**config.mk**
```make
export PLATFORM = sky130hd
export DESIGN_NAME = vdp_super_res
export DESIGN_NICKNAME = d
export VERILOG_FILES = /design/src/common/vdp_super_pkg.sv /design/src/rtl/vdp_raster_counter.sv /design/src/rtl/vdp_window_fsm.sv /design/src/super_fetch/vdp_super_addr_gen.sv /design/src/super_fetch/vdp_super_pixel_unpack.sv /design/src/rtl/vdp_super_res.sv
export VERILOG_INCLUDE_DIRS = /design/src /design/src/common
export SDC_FILE = /design/constraint.sdc
export NUM_CORES = 1
export LEC_CHECK = 0
export BUFFER_PORTS_ARGS = -buffer_cell sky130_fd_sc_hd__buf_2
export CAP_MARGIN = 30
export CORE_MARGIN = 2
export CORE_UTILIZATION = 45
export CTS_BUF_LIST = sky130_fd_sc_hd__clkbuf_2
export CTS_CLUSTER_DIAMETER = 120
export DETAILED_ROUTE_END_ITERATION = 7
export GPL_TIMING_DRIVEN = 0
export MAX_ROUTING_LAYER = met4
export PLACE_DENSITY = 0.71
export SLEW_MARGIN = 40
export SYNTH_ARGS = -nofsm -noshare
export SYNTH_HDL_FRONTEND = slang
export SYNTH_SLANG_ARGS = --single-unit
```
**constraint.sdc**
```tcl
create_clock -name clk -period 3.7 [get_ports clk]
set_input_delay 0.185 -clock clk [delete_from_list [all_inputs] [get_ports clk]]
set_output_delay 0.185 -clock clk [all_outputs]
set_load 0.005 [all_outputs]
```
**src/common/vdp_super_defs.svh**
```systemverilog
`ifndef VDP_SUPER_DEFS_SVH
`define VDP_SUPER_DEFS_SVH

// ************************************************************
// frame geometry
// ************************************************************

// total columns and lines, blanking included.
`define FRAME_WIDTH_NTSC 858
`define FRAME_HEIGHT_NTSC 525
`define FRAME_WIDTH_PAL 864
`define FRAME_HEIGHT_PAL 625

// ************************************************************
// VRAM layout
// ************************************************************

// words from the start of one viewport line to the start of the next.
`define LINE_STRIDE_WORDS 256

// pixels held in one 32-bit word.
`define PIXELS_PER_WORD_8BPP 4
`define PIXELS_PER_WORD_4BPP 8

`endif

```
**src/common/vdp_super_pkg.sv**
```systemverilog
`default_nettype none

package vdp_super_pkg;

  // ************************************************************
  // raster and memory types
  // ************************************************************

  // a column or line number of the full frame, blanking included.
  typedef logic [9:0] coord_t;

  // word address into the 32-bit wide VRAM.
  typedef logic [17:0] vram_addr_t;

  // index into the colour palette.
  typedef logic [7:0] palette_idx_t;

  // ************************************************************
  // pixel formats
  // ************************************************************

  // high modes show one pixel per clock, mid mode shows each pixel for two clocks.
  typedef enum logic [1:0] {
    MODE_HIGH_8BPP = 2'd0,
    MODE_HIGH_4BPP = 2'd1,
    MODE_MID_8BPP  = 2'd2
  } super_mode_t;

endpackage

`default_nettype wire

```
**src/rtl/vdp_raster_counter.sv**
```systemverilog
`include "vdp_super_defs.svh"

`default_nettype none

module vdp_raster_counter
  import vdp_super_pkg::*;
(
  input  logic   clk,
  input  logic   reset,
  input  logic   super_enable,
  input  logic   pal_mode,
  output coord_t cx,
  output coord_t cy
);

  // the standard only changes at a frame boundary so a frame is never cut short.
  logic   pal_q;
  coord_t last_col;
  coord_t last_line;

  assign last_col  = pal_q ? coord_t'(`FRAME_WIDTH_PAL - 1)
                           : coord_t'(`FRAME_WIDTH_NTSC - 1);
  assign last_line = pal_q ? coord_t'(`FRAME_HEIGHT_PAL - 1)
                           : coord_t'(`FRAME_HEIGHT_NTSC - 1);

  always_ff @(posedge clk or posedge reset) begin
    if (reset) begin
      cx    <= '0;
      cy    <= '0;
      pal_q <= 1'b0;
    end else if (!super_enable) begin
      cx <= '0;
      cy <= '0;
    end else if (cx == last_col) begin
      cx <= '0;
      if (cy == last_line) begin
        cy    <= '0;
        pal_q <= pal_mode;
      end else begin
        cy <= cy + 1'b1;
      end
    end else begin
      cx <= cx + 1'b1;
    end
  end

endmodule

`default_nettype wire

```
**src/rtl/vdp_window_fsm.sv**
```systemverilog
`default_nettype none

module vdp_window_fsm
  import vdp_super_pkg::*;
(
  input  logic   clk,
  input  logic   reset,
  input  logic   super_enable,
  input  coord_t cx,
  input  coord_t cy,
  input  coord_t view_start_x,
  input  coord_t view_end_x,
  input  coord_t view_start_y,
  input  coord_t view_end_y,
  input  coord_t arb_start_x,
  input  coord_t arb_end_x,
  output logic   line_visible,
  output logic   pixel_visible,
  output logic   first_pixel,
  output logic   drawing,
  output coord_t line_index
);

  typedef enum logic [2:0] {
    IDLE,
    BLANK_LINE,
    LINE_WAIT,
    ACTIVE,
    LINE_DONE
  } win_state_t;

  win_state_t state;
  logic       line_start;
  logic       in_y;
  logic       in_x;

  assign line_start = (cx == '0);
  assign in_y       = (cy >= view_start_y) && (cy < view_end_y);
  assign in_x       = (cx >= view_start_x) && (cx < view_end_x);

  // the state only changes on a clock edge, so the line flag is a register too.
  assign line_visible  = (state == LINE_WAIT) || (state == ACTIVE) || (state == LINE_DONE);
  assign pixel_visible = ((state == LINE_WAIT) || (state == ACTIVE)) && in_x;
  assign first_pixel   = (state == LINE_WAIT) && (cx == view_start_x);

  // ************************************************************
  // window state
  // ************************************************************

  always_ff @(posedge clk or posedge reset) begin
    if (reset) begin
      state      <= IDLE;
      line_index <= '0;
    end else if (!super_enable) begin
      state      <= IDLE;
      line_index <= '0;
    end else if (line_start) begin
      if (in_y) begin
        state      <= LINE_WAIT;
        line_index <= (cy == view_start_y) ? coord_t'(0) : coord_t'(line_index + 1'b1);
      end else begin
        state <= BLANK_LINE;
      end
    end else begin
      case (state)
        LINE_WAIT: if (cx == view_start_x) state <= ACTIVE;
        ACTIVE:    if (!in_x) state <= LINE_DONE;
        default: ;
      endcase
    end
  end

  // ************************************************************
  // bus ownership
  // ************************************************************

  always_ff @(posedge clk or posedge reset) begin
    if (reset) begin
      drawing <= 1'b0;
    end else if (!super_enable) begin
      drawing <= 1'b0;
    end else if ((cx == arb_start_x) && line_visible) begin
      drawing <= 1'b1;
    end else if (cx == arb_end_x) begin
      drawing <= 1'b0;
    end
  end

endmodule

`default_nettype wire

```
**src/super_fetch/vdp_super_addr_gen.sv**
```systemverilog
`include "vdp_super_defs.svh"

`default_nettype none

module vdp_super_addr_gen
  import vdp_super_pkg::*;
(
  input  logic        clk,
  input  logic        reset,
  input  logic        super_enable,
  input  super_mode_t mode,
  input  logic [16:0] page_addr,
  input  logic        pixel_visible,
  input  logic        first_pixel,
  input  coord_t      line_index,
  output vram_addr_t  vram_addr,
  output logic [2:0]  pixel_slot,
  output logic        slot_valid
);

  coord_t     pix_cnt;
  vram_addr_t line_base;
  coord_t     cnt_now;
  vram_addr_t base_now;
  vram_addr_t word_off;
  logic [2:0] slot_now;

  // the first pixel of a line restarts from the line base without a bubble.
  always_comb begin
    if (first_pixel) begin
      cnt_now  = '0;
      base_now = vram_addr_t'({1'b0, page_addr})
               + vram_addr_t'(line_index) * vram_addr_t'(`LINE_STRIDE_WORDS);
    end else begin
      cnt_now  = pix_cnt;
      base_now = line_base;
    end
  end

  // mid mode spends two clocks per byte, so it also covers eight clocks per word.
  always_comb begin
    case (mode)
      MODE_HIGH_4BPP, MODE_MID_8BPP: begin
        word_off = vram_addr_t'(cnt_now / `PIXELS_PER_WORD_4BPP);
        slot_now = 3'(cnt_now % `PIXELS_PER_WORD_4BPP);
      end
      default: begin
        word_off = vram_addr_t'(cnt_now / `PIXELS_PER_WORD_8BPP);
        slot_now = 3'(cnt_now % `PIXELS_PER_WORD_8BPP);
      end
    endcase
  end

  always_ff @(posedge clk or posedge reset) begin
    if (reset) begin
      pix_cnt    <= '0;
      line_base  <= '0;
      vram_addr  <= '0;
      pixel_slot <= '0;
      slot_valid <= 1'b0;
    end else if (!super_enable) begin
      pix_cnt    <= '0;
      line_base  <= '0;
      vram_addr  <= '0;
      pixel_slot <= '0;
      slot_valid <= 1'b0;
    end else begin
      slot_valid <= pixel_visible;
      if (pixel_visible) begin
        pix_cnt    <= cnt_now + 1'b1;
        line_base  <= base_now;
        vram_addr  <= base_now + word_off;
        pixel_slot <= slot_now;
      end
    end
  end

endmodule

`default_nettype wire

```
**src/super_fetch/vdp_super_pixel_unpack.sv**
```systemverilog
`default_nettype none

module vdp_super_pixel_unpack
  import vdp_super_pkg::*;
(
  input  logic         clk,
  input  logic         reset,
  input  logic         super_enable,
  input  super_mode_t  mode,
  input  logic [31:0]  vram_data,
  input  logic [2:0]   pixel_slot,
  input  logic         slot_valid,
  input  palette_idx_t frame_col,
  output palette_idx_t palette_addr
);

  // slot and valid trail the address by one clock, as the data does.
  logic [2:0]   slot_q;
  logic         valid_q;
  palette_idx_t frame_col_q;
  palette_idx_t pixel;

  // ************************************************************
  // pixel select
  // ************************************************************

  always_comb begin
    case (mode)
      MODE_HIGH_4BPP: begin
        // low nibble is the left pixel of each byte.
        pixel = {4'h0, vram_data[{slot_q, 2'b00} +: 4]};
      end
      MODE_MID_8BPP: begin
        pixel = vram_data[{slot_q[2:1], 3'b000} +: 8];
      end
      default: begin
        pixel = vram_data[{slot_q[1:0], 3'b000} +: 8];
      end
    endcase
  end

  // ************************************************************
  // output register
  // ************************************************************

  always_ff @(posedge clk or posedge reset) begin
    if (reset) begin
      slot_q       <= '0;
      valid_q      <= 1'b0;
      frame_col_q  <= '0;
      palette_addr <= '0;
    end else if (!super_enable) begin
      slot_q       <= '0;
      valid_q      <= 1'b0;
      frame_col_q  <= '0;
      palette_addr <= '0;
    end else begin
      slot_q       <= pixel_slot;
      valid_q      <= slot_valid;
      frame_col_q  <= frame_col;
      palette_addr <= valid_q ? pixel : frame_col_q;
    end
  end

endmodule

`default_nettype wire

```
**src/rtl/vdp_super_res.sv**
```systemverilog
`default_nettype none

module vdp_super_res
  import vdp_super_pkg::*;
(
  input  logic         clk,
  input  logic         reset,
  input  logic         super_enable,
  input  logic         pal_mode,
  input  super_mode_t  mode,
  input  logic [16:0]  page_addr,
  input  coord_t       view_start_x,
  input  coord_t       view_end_x,
  input  coord_t       view_start_y,
  input  coord_t       view_end_y,
  input  coord_t       arb_start_x,
  input  coord_t       arb_end_x,
  input  palette_idx_t frame_col,
  input  logic [31:0]  vram_data,
  output vram_addr_t   vram_addr,
  output palette_idx_t palette_addr,
  output logic         drawing,
  output coord_t       cx,
  output coord_t       cy
);

  logic       pixel_visible;
  logic       first_pixel;
  coord_t     line_index;
  logic [2:0] pixel_slot;
  logic       slot_valid;

  vdp_raster_counter u_raster_counter (
    .clk          (clk),
    .reset        (reset),
    .super_enable (super_enable),
    .pal_mode     (pal_mode),
    .cx           (cx),
    .cy           (cy)
  );

  vdp_window_fsm u_window_fsm (
    .clk           (clk),
    .reset         (reset),
    .super_enable  (super_enable),
    .cx            (cx),
    .cy            (cy),
    .view_start_x  (view_start_x),
    .view_end_x    (view_end_x),
    .view_start_y  (view_start_y),
    .view_end_y    (view_end_y),
    .arb_start_x   (arb_start_x),
    .arb_end_x     (arb_end_x),
    .line_visible  (),
    .pixel_visible (pixel_visible),
    .first_pixel   (first_pixel),
    .drawing       (drawing),
    .line_index    (line_index)
  );

  // the address leaves one clock after the column, VRAM answers one clock later.
  vdp_super_addr_gen u_addr_gen (
    .clk           (clk),
    .reset         (reset),
    .super_enable  (super_enable),
    .mode          (mode),
    .page_addr     (page_addr),
    .pixel_visible (pixel_visible),
    .first_pixel   (first_pixel),
    .line_index    (line_index),
    .vram_addr     (vram_addr),
    .pixel_slot    (pixel_slot),
    .slot_valid    (slot_valid)
  );

  vdp_super_pixel_unpack u_pixel_unpack (
    .clk          (clk),
    .reset        (reset),
    .super_enable (super_enable),
    .mode         (mode),
    .vram_data    (vram_data),
    .pixel_slot   (pixel_slot),
    .slot_valid   (slot_valid),
    .frame_col    (frame_col),
    .palette_addr (palette_addr)
  );

endmodule

`default_nettype wire

```
==> results of run 1 <==
logic make-up (layout without fill, tap and decap cells):
| group | count (synthesis) | count (layout) | share of synthesized area |
|---|---|---|---|
| AO/OA/AOI/OAI | 149 | 149 | 0.1302 |
| XOR/XNOR | 48 | 48 | 0.05496 |
| flip-flops | 105 | 105 | 0.3435 |
| adder cells (fa/ha/maj) | 65 | 65 | 0.1083 |
| multiplexers | 67 | 67 | 0.1160 |
| buffers and inverters | 110 | 360 | 0.05561 |
| AND/OR/NAND/NOR | 297 | 297 | 0.1915 |
per-stage QoR:
stage / instance area [um^2] / std cells / util / hold WS (ps) / TNS (ps)
floorplan: 7711 / 841 / - / 319.2 / -248.1
global placement: 8827 / 1229 / 0.5323 / 399.7 / -66370
detailed placement: 8866 / 1230 / 0.5346 / 176.3 / -5080
CTS: 9743 / 1305 / 0.5875 / 0.7417 / -123.3
global route: 9935 / 1311 / 0.5991 / 14.57 / -1791
finish: 9935 / 1311 / 0.5991 / 53.25 / -698.5
flip-flops by register name (all words and copies together), names as in the netlist:
signal	flops
u_addr_gen.line_base	18
u_addr_gen.vram_addr	18
u_addr_gen.pix_cnt	10
u_raster_counter.cx	10
u_raster_counter.cy	10
u_window_fsm.line_index	10
u_pixel_unpack.frame_col_q	8
u_pixel_unpack.palette_addr	8
u_addr_gen.pixel_slot	3
u_pixel_unpack.slot_q	3
u_window_fsm.state	3
u_addr_gen.slot_valid	1
u_pixel_unpack.valid_q	1
u_raster_counter.pal_q	1
u_window_fsm.drawing	1
final cells by class:
| class | instances | share of cell area |
|---|---|---|
| Buffer | 40 | 0.01965 |
| Multi-Input combinational cell | 626 | 0.4992 |
| Inverter | 68 | 0.02670 |
| Sequential cell | 105 | 0.2647 |
| Timing Repair Buffer | 236 | 0.1462 |
| Clock inverter | 6 | 0.01071 |
| Tap cell | 220 | 0.02771 |
| Clock buffer | 10 | 0.005038 |
worst max-delay path, delay by kind of cell (launching register included):
family | cells | cell delay, ps
and+or+nand+nor | 8 | 1660
buffers and inverters | 5 | 840
AOI/OAI and AO/OA | 4 | 450
DFF | 1 | 440
adders and majority gates | 2 | 410
path summary, 6_finish.rpt:
kind / startpoint / to / cells after the start
setup / recovery: u_raster_counter.cx[0] / u_addr_gen.vram_addr[17] / 19
hold / removal: page_addr[3] / u_addr_gen.line_base[3] / 6
setup reg to reg: u_raster_counter.cx[0] / u_addr_gen.vram_addr[17] / 19
hold reg to reg: u_addr_gen.slot_valid / u_pixel_unpack.valid_q / 1
max in group asynchronous: reset / u_window_fsm.state[2] / 5
min in group asynchronous: reset / u_pixel_unpack.palette_addr[3] / 4
power breakdown:
part           internal [mW]  switching (mW)
Sequential              1.16         0.00866
Combinational          0.152           0.165
Clock                  0.289           0.395
layer usage:
metal	share of wire	routed length, um	vias up
li1	-	-	3455
met1	0.45	9778	3434
met2	0.49	10480	194
met3	0.049	1056	19
met4	0.0085	182	0
met5	0	0	-
layout by cell type, fill, tap and decap left out, types with 11 or more instances in the layout:
| cell | netlist | layout |
|---|---|---|
| buf_2 | 4 | 171 |
| dfrtp_1 | 105 | 103 |
| nor2_1 | 104 | 100 |
| inv_1 | 68 | 64 |
| nand2_1 | 67 | 59 |
| ha_1 | 63 | 51 |
| mux2i_1 | 47 | 44 |
| buf_4 | 0 | 39 |
| a21oi_1 | 37 | 36 |
| o21ai_0 | 33 | 31 |
| clkbuf_1 | 32 | 27 |
| dlygate4sd3_1 | 0 | 26 |
| xor2_1 | 25 | 24 |
| xnor2_1 | 23 | 22 |
| and3_1 | 20 | 20 |
| and2_1 | 18 | 16 |
| mux4_2 | 16 | 16 |
| nand3_1 | 15 | 15 |
| clkbuf_2 | 0 | 12 |
| ha_4 | 0 | 12 |
| nor3_1 | 11 | 11 |
timing repair:
item	in CTS	in global routing
buffers inserted	34	10
pin swaps	23	18
endpoints found under the setup margin	12	14
resized for setup	33	28
cloned	0	0
hold buffers	26	0
hold endpoints to repair	124	0
==> out/qor.csv, run 1 <==
stage,metric,value,unit
run_status,status,"complete, but fails checks",
critical_path,slowest CP cell,or4b_4,
critical_path,reg2reg setup slack,-230,ps
sta,Setup Skew,27.14,ps
sta,Worst Tran Pin Value,849.0,ps
synthesis,cell taking the most area after synthesis,dfrtp_1,
sta,Worst slew margin,0.4340,
drt,drt first pass iters,5,
global_routing,first-pass GRT wire length,34810,um
critical_path,CP startpoint kind,flip-flop,
critical_path,CP Max Fanout,10,
power_and_ir_drop,peak supply drop,168.8,uV
synthesis,Post-synth EDFFs,0,
drt,vias per inst,5.417,
power_and_ir_drop,pwr/cell area,218.8,nW/um^2
floorplan,# IOs,170,
place,routability cong.,0.8625,
clocking,clk_lat worst skew,630,ps
sta,final setup vio count,6,
sta,unrepaired setup endpoints after global routing,yes,
sta,worst setup margin,-231.7,ps
sta,max-slew violation count,0,
power_and_ir_drop,total power,2.174,mW
sta,Achievable Freq,254.3,MHz
place,DPL Wire Length,15570,um
clocking,H-tree Lvls,3,
clocking,clk slew on worst S/H paths,280,ps
synthesis,sequential share of the synthesized area,0.3435,
power_and_ir_drop,LEAKAGE,4.822,nW
sta,Tmin final,3932,ps
global_routing,gr ovfl total,0,
final_layout,multi-input logic area,4960,um^2
clocking,Clock Sinks,105,
final_layout,area added between synthesis and finish,29.87,%
critical_path,CP max stage delay,480,ps
synthesis,mapped cell area,7650,um^2
synthesis,Mean Syn Cell Area,9.096,um^2
flow_run,maximum capacitance violations,0,
global_routing,GR Util met2,0.4130,
synthesis,Post-synth top cells,"dfrtp_1 (105), nor2_1 (104), inv_1 (68)",
synthesis,top-area cell type share of the netlist area,0.3435,
clocking,TritonCTS clock tree,done,
run_status,violated checks,setup timing,
synthesis,ys flop type,dfrtp_1,
final_layout,number of diodes,0,
sta,final hold viol count,0,
global_routing,pin count of the biggest net entering global routing,72,
final_layout,layout cells sized above 1,0.2961,
drt,WL/cell,16.40,um
place,Port Buffers,168,
global_routing,met3 Use GR,0.04157,
critical_path,class of the most critical setup path,reg2reg,
final_layout,nets,1274,
synthesis,"Async S/R FF share, synth",1.000,
floorplan,initial core utilization,0.4613,
place,Worst Setup Slack post-DPL,-735.1,ps
drt,DRC,0,
floorplan,die height,134.4,um
critical_path,Critical Path AT,4430,ps
synthesis,Synth area leaders,"dfrtp_1 (34%), ha_1 (10%), mux2i_1 (6.1%)",
synthesis,Yosys warnings,0,
floorplan,die width,134.4,um
clocking,Clock Tree Root,clkbuf_2,
floorplan,row cnt,47,
clocking,Longest Clk Path Bufs,2,
clocking,TritonCTS Buffers,9,
drt,via count,7102,
synthesis,Post-Syn Instances,841,
final_layout,Layout fillers,1413,
drt,Routed WL,21490,um
floorplan,Placeable Area,16580,um^2
min_path,HP Class,in2reg,
synthesis,"count leader, synth",dfrtp_1,
critical_path,CP Data Required Time,4200,ps
drt,drt initial violations,492,
sta,period utilization,1.063,
global_routing,vias in the first global route,7016,
floorplan,die area,18060,um^2
synthesis,Mapped Nets,1029,
drt,post-route ant nets,0,
global_routing,gr usage total,0.2485,
synthesis,number of synthesized register bits,105,
final_layout,Sequential cell area,2630,um^2
critical_path,crit end category,flip-flop,
synthesis,Yosys cell types,62,
global_routing,grt met1 use,0.3247,
critical_path,CP cell instances,"clkbuf_8, inv_4, ha_4, nand4b_1, buf_4, nor4_4, buf_6, clkbuf_2, nand2_1, nand2_4, ha_4, o21ai_2, nor2_2, o31ai_2, a21o_1, nor2_2, or4b_4, or3b_4, o221ai_2",
global_routing,GR peak layer,met2,
global_routing,initial antenna violation count,0,
Note: power is estimated with default switching activity, not from simulation.
==> run 2: changes to the inputs <==
ABC_AREA = 1   (was default)
==> run 2 against run 1 <==
The run now ends clean. Sequential power about the same. Synthesized area increased by 3.5%. Combinational power increased by 10%. Clock skew increased by 1.2 ps. Via count increased by 15%. Total power decreased by 7.1%. Hold slack improved by 28 ps. Critical path depth decreased by 7. Largest power group unchanged. Highest routed layer unchanged.
==> out/qor.csv, run 2 <==
stage,metric,value,unit,change
critical_path,CP Data Required Time,4290,ps,+90 ps
critical_path,CP Max Fanout,10,,unchanged
global_routing,initial antenna violation count,1,,+1
place,Worst Setup Slack post-DPL,-699.3,ps,+35.87 ps
critical_path,slowest CP cell,dlygate4sd3_1,,
place,routability cong.,0.9159,,+6.2%
critical_path,CP Launch Point,u_pixel_unpack.slot_q[0],,
final_layout,layout cells sized above 1,0.1913,,-0.1047
synthesis,Post-synth top cells,"nand2_1 (298), inv_1 (166), dfrtp_1 (105)",,
final_layout,Layout fillers,1653,,+17%
drt,vias per inst,5.147,,-5.0%
synthesis,top-area cell type share of the netlist area,0.3320,,-0.01146
drt,drt first pass iters,5,,unchanged
sta,period utilization,0.9630,,-0.09961
critical_path,CP cell instances,"inv_2, or2_1, nand2_2, inv_1, clkbuf_4, nor2_1, nor2_1, dlygate4sd3_1, nor2_1, dlygate4sd3_1, a211oi_2, dlygate4sd3_1",,
synthesis,Mapped Nets,1310,,+27%
critical_path,Bufs and invs on worst path,6,,+1
place,DPL Wire Length,16570,um,+6.4%
synthesis,Mean Syn Cell Area,7.053,um^2,-22%
floorplan,die width,136.6,um,+1.7%
synthesis,"Async S/R FF share, synth",1.000,,unchanged
sta,final hold viol count,0,,unchanged
critical_path,CP max stage delay,590,ps,+110 ps
place,DP Area,9076,um^2,+2.4%
sta,max-slew violation count,0,,unchanged
clocking,Clock Tree Root,clkbuf_2,,
synthesis,cell taking the most area after synthesis,dfrtp_1,,
synthesis,ys flop type,dfrtp_1,,
synthesis,"count leader, synth",nand2_1,,
synthesis,Yosys warnings,0,,unchanged
global_routing,pin count of the biggest net entering global routing,77,,+6.9%
critical_path,crit end category,flip-flop,,
global_routing,gr ovfl total,0,,unchanged
sta,final setup vio count,0,,-6
critical_path,Critical Path AT,4150,ps,-280 ps
floorplan,row cnt,48,,+2.1%
clocking,clk slew on worst S/H paths,290,ps,about the same
critical_path,reg2reg setup slack,140,ps,+370 ps
drt,WL/cell,13.93,um,-15%
sta,worst setup margin,136.8,ps,+368.6 ps
flow_run,maximum capacitance violations,0,,unchanged
floorplan,# IOs,170,,unchanged
drt,drt initial violations,505,,+2.6%
synthesis,Yosys cell types,47,,-24%
synthesis,number of synthesized register bits,105,,unchanged
floorplan,die area,18660,um^2,+3.4%
critical_path,CP startpoint kind,flip-flop,,
min_path,Hold Crit Depth,6,,unchanged
min_path,Worst Hold Launch,arb_end_x[4],,
critical_path,CP top delay family,buffers and inverters,,
final_layout,fin util,0.5654,,-0.03366
sta,Setup Skew,28.31,ps,+1.175 ps
sta,Tmin final,3563,ps,-368.6 ps
min_path,HP Class,in2reg,,
drt,post-route ant nets,0,,unchanged
clocking,H-tree Lvls,3,,unchanged
final_layout,area added between synthesis and finish,23.15,%,
sta,Worst Tran Pin Value,622.5,ps,-226.5 ps
synthesis,Post-Syn Instances,1122,,+33%
synthesis,sequential share of the synthesized area,0.3320,,-0.01146
critical_path,class of the most critical setup path,reg2reg,,
sta,Achievable Freq,280.6,MHz,+10%
floorplan,Placeable Area,17240,um^2,+3.9%
clocking,Longest Clk Path Bufs,2,,unchanged
run_status,status,"complete, no violations",,
sta,Worst slew margin,0.5850,,+0.1510
synthesis,mapped cell area,7914,um^2,+3.5%
drt,via count,8183,,+15%
clocking,Clock Sinks,105,,unchanged
final_layout,design area,9746,um^2,-1.9%
global_routing,first-pass GRT wire length,35540,um,+2.1%
clocking,TritonCTS Buffers,9,,unchanged
floorplan,initial core utilization,0.4591,,-0.002163
critical_path,reg-to-reg startpoint,u_pixel_unpack.slot_q[0],,
drt,DRC,0,,unchanged
global_routing,vias in the first global route,7630,,+8.8%
critical_path,worst reg2reg path depth,12,,-7
final_layout,"commonest non-fill, non-tap cell in the layout",nand2_1,,
final_layout,Largest regs,"u_addr_gen.line_base: 18 flops, u_addr_gen.vram_addr: 18 flops",,
clocking,TritonCTS clock tree,done,,
floorplan,die height,136.6,um,+1.7%
power_and_ir_drop,LEAKAGE,5.258,nW,+9.0%
clocking,clk_lat worst skew,610,ps,-20 ps
min_path,worst hold path endpoint,u_window_fsm.drawing,,
critical_path,r2r endpoint,u_pixel_unpack.palette_addr[3],,
power_and_ir_drop,peak supply drop,169.3,uV,+0.29%
power_and_ir_drop,pwr/cell area,207.3,nW/um^2,-5.3%
final_layout,nets,1547,,+21%
final_layout,most frequent cells in the layout,"nand2_1 (298), buf_2 (176), inv_1 (165)",,
synthesis,Synth area leaders,"dfrtp_1 (33%), nand2_1 (14%), ha_1 (10%)",,
global_routing,gr usage total,0.2450,,-0.003485
synthesis,Post-synth EDFFs,0,,unchanged
drt,Routed WL,22150,um,+3.0%
place,Port Buffers,169,,+0.60%
-- run 2: cell count changes after synthesis, sizes merged, moves of 21 or more --
| cell | change |
|---|---|
| clkbuf | -21 |
| inv | +105 |
| mux2i | -48 |
| nand2 | +238 |
| nand3 | +72 |
| o21ai | +38 |
| o22ai | +22 |
-- run 2: per-layer routing --
| layer | GRT usage | up-vias | routed length (um) |
|---|---|---|---|
| met3 | 0.02704 | 41 | 1215 |
| met4 | 0.08275 | 0 | 405 |
| li1 | - | 4114 | - |
| met5 | - | - | 0 |
| met1 | 0.3256 | 3753 | 10180 |
| met2 | 0.3908 | 275 | 10350 |
-- run 2: worst max path at each step --
stage                                                end  cells after the start
after global routing            u_addr_gen.vram_addr[14]                     22
after detailed placement        u_addr_gen.vram_addr[12]                     20
after floorplan                 u_addr_gen.vram_addr[12]                     21
after global placement            u_raster_counter.cx[1]                      2
final                     u_pixel_unpack.palette_addr[3]                     12
after CTS                       u_addr_gen.vram_addr[16]                     22
-- run 2: report_power, final --
| part | switching, mW | internal (mW) |
|---|---|---|
| registers | 0.0149 | 1.17 |
| clock network | 0.395 | 0.0924 |
| logic | 0.194 | 0.156 |
| total | 0.605 | 1.42 |
-- run 2: cells by family after synthesis --
family | Yosys count | synth area share
flops | 105 | 0.3320
compound gates | 163 | 0.1146
fa+ha+maj | 65 | 0.1047
buf+inv | 203 | 0.1020
xor+xnor | 41 | 0.04538
simple gates | 545 | 0.3013
-- run 2: what timing repair did --
item                                    in CTS  in global routing
endpoints found under the setup margin      12                  9
endpoints found under the hold margin      132                  0
hold buffers                                45                  0
setup buffers                                0                 12
pin swaps                                    0                  1
gates resized for setup                      8                 11
gates cloned                                 0                  0
-- run 2: through the flow --
stage,cells,TNS (ps),power [mW],hold slack (ps)
final,1590,0,2.020,81.16
after global routing,1590,-16.40,2.123,40.46
after CTS,1577,0,2.034,19.89
after detailed placement,1517,-3778,1.512,162.2
after global placement,1516,-68930,1.503,377.4
after floorplan,1122,0,1.372,288.9
-- run 2: area by class of cell --
type | count | area [um^2] | area share
Tap cell | 225 | 281.5 | 0.02889
Buffer | 28 | 155.1 | 0.01592
Multi-Input combinational cell | 814 | 4503 | 0.4621
Inverter | 174 | 664.4 | 0.06817
Clock buffer | 11 | 55.05 | 0.005649
Sequential cell | 105 | 2638 | 0.2706
Timing Repair Buffer | 227 | 1414 | 0.1451
Clock inverter | 5 | 32.53 | 0.003338
Antenna cell | 1 | 2.502 | 0.0002568
-- run 2: worst reg2reg max path, delay by kind of cell (launching register included) --
family,cells,cell delay [ps]
flops,1,520
buf+inv,6,2340
compound gates,1,200
simple gates,5,480
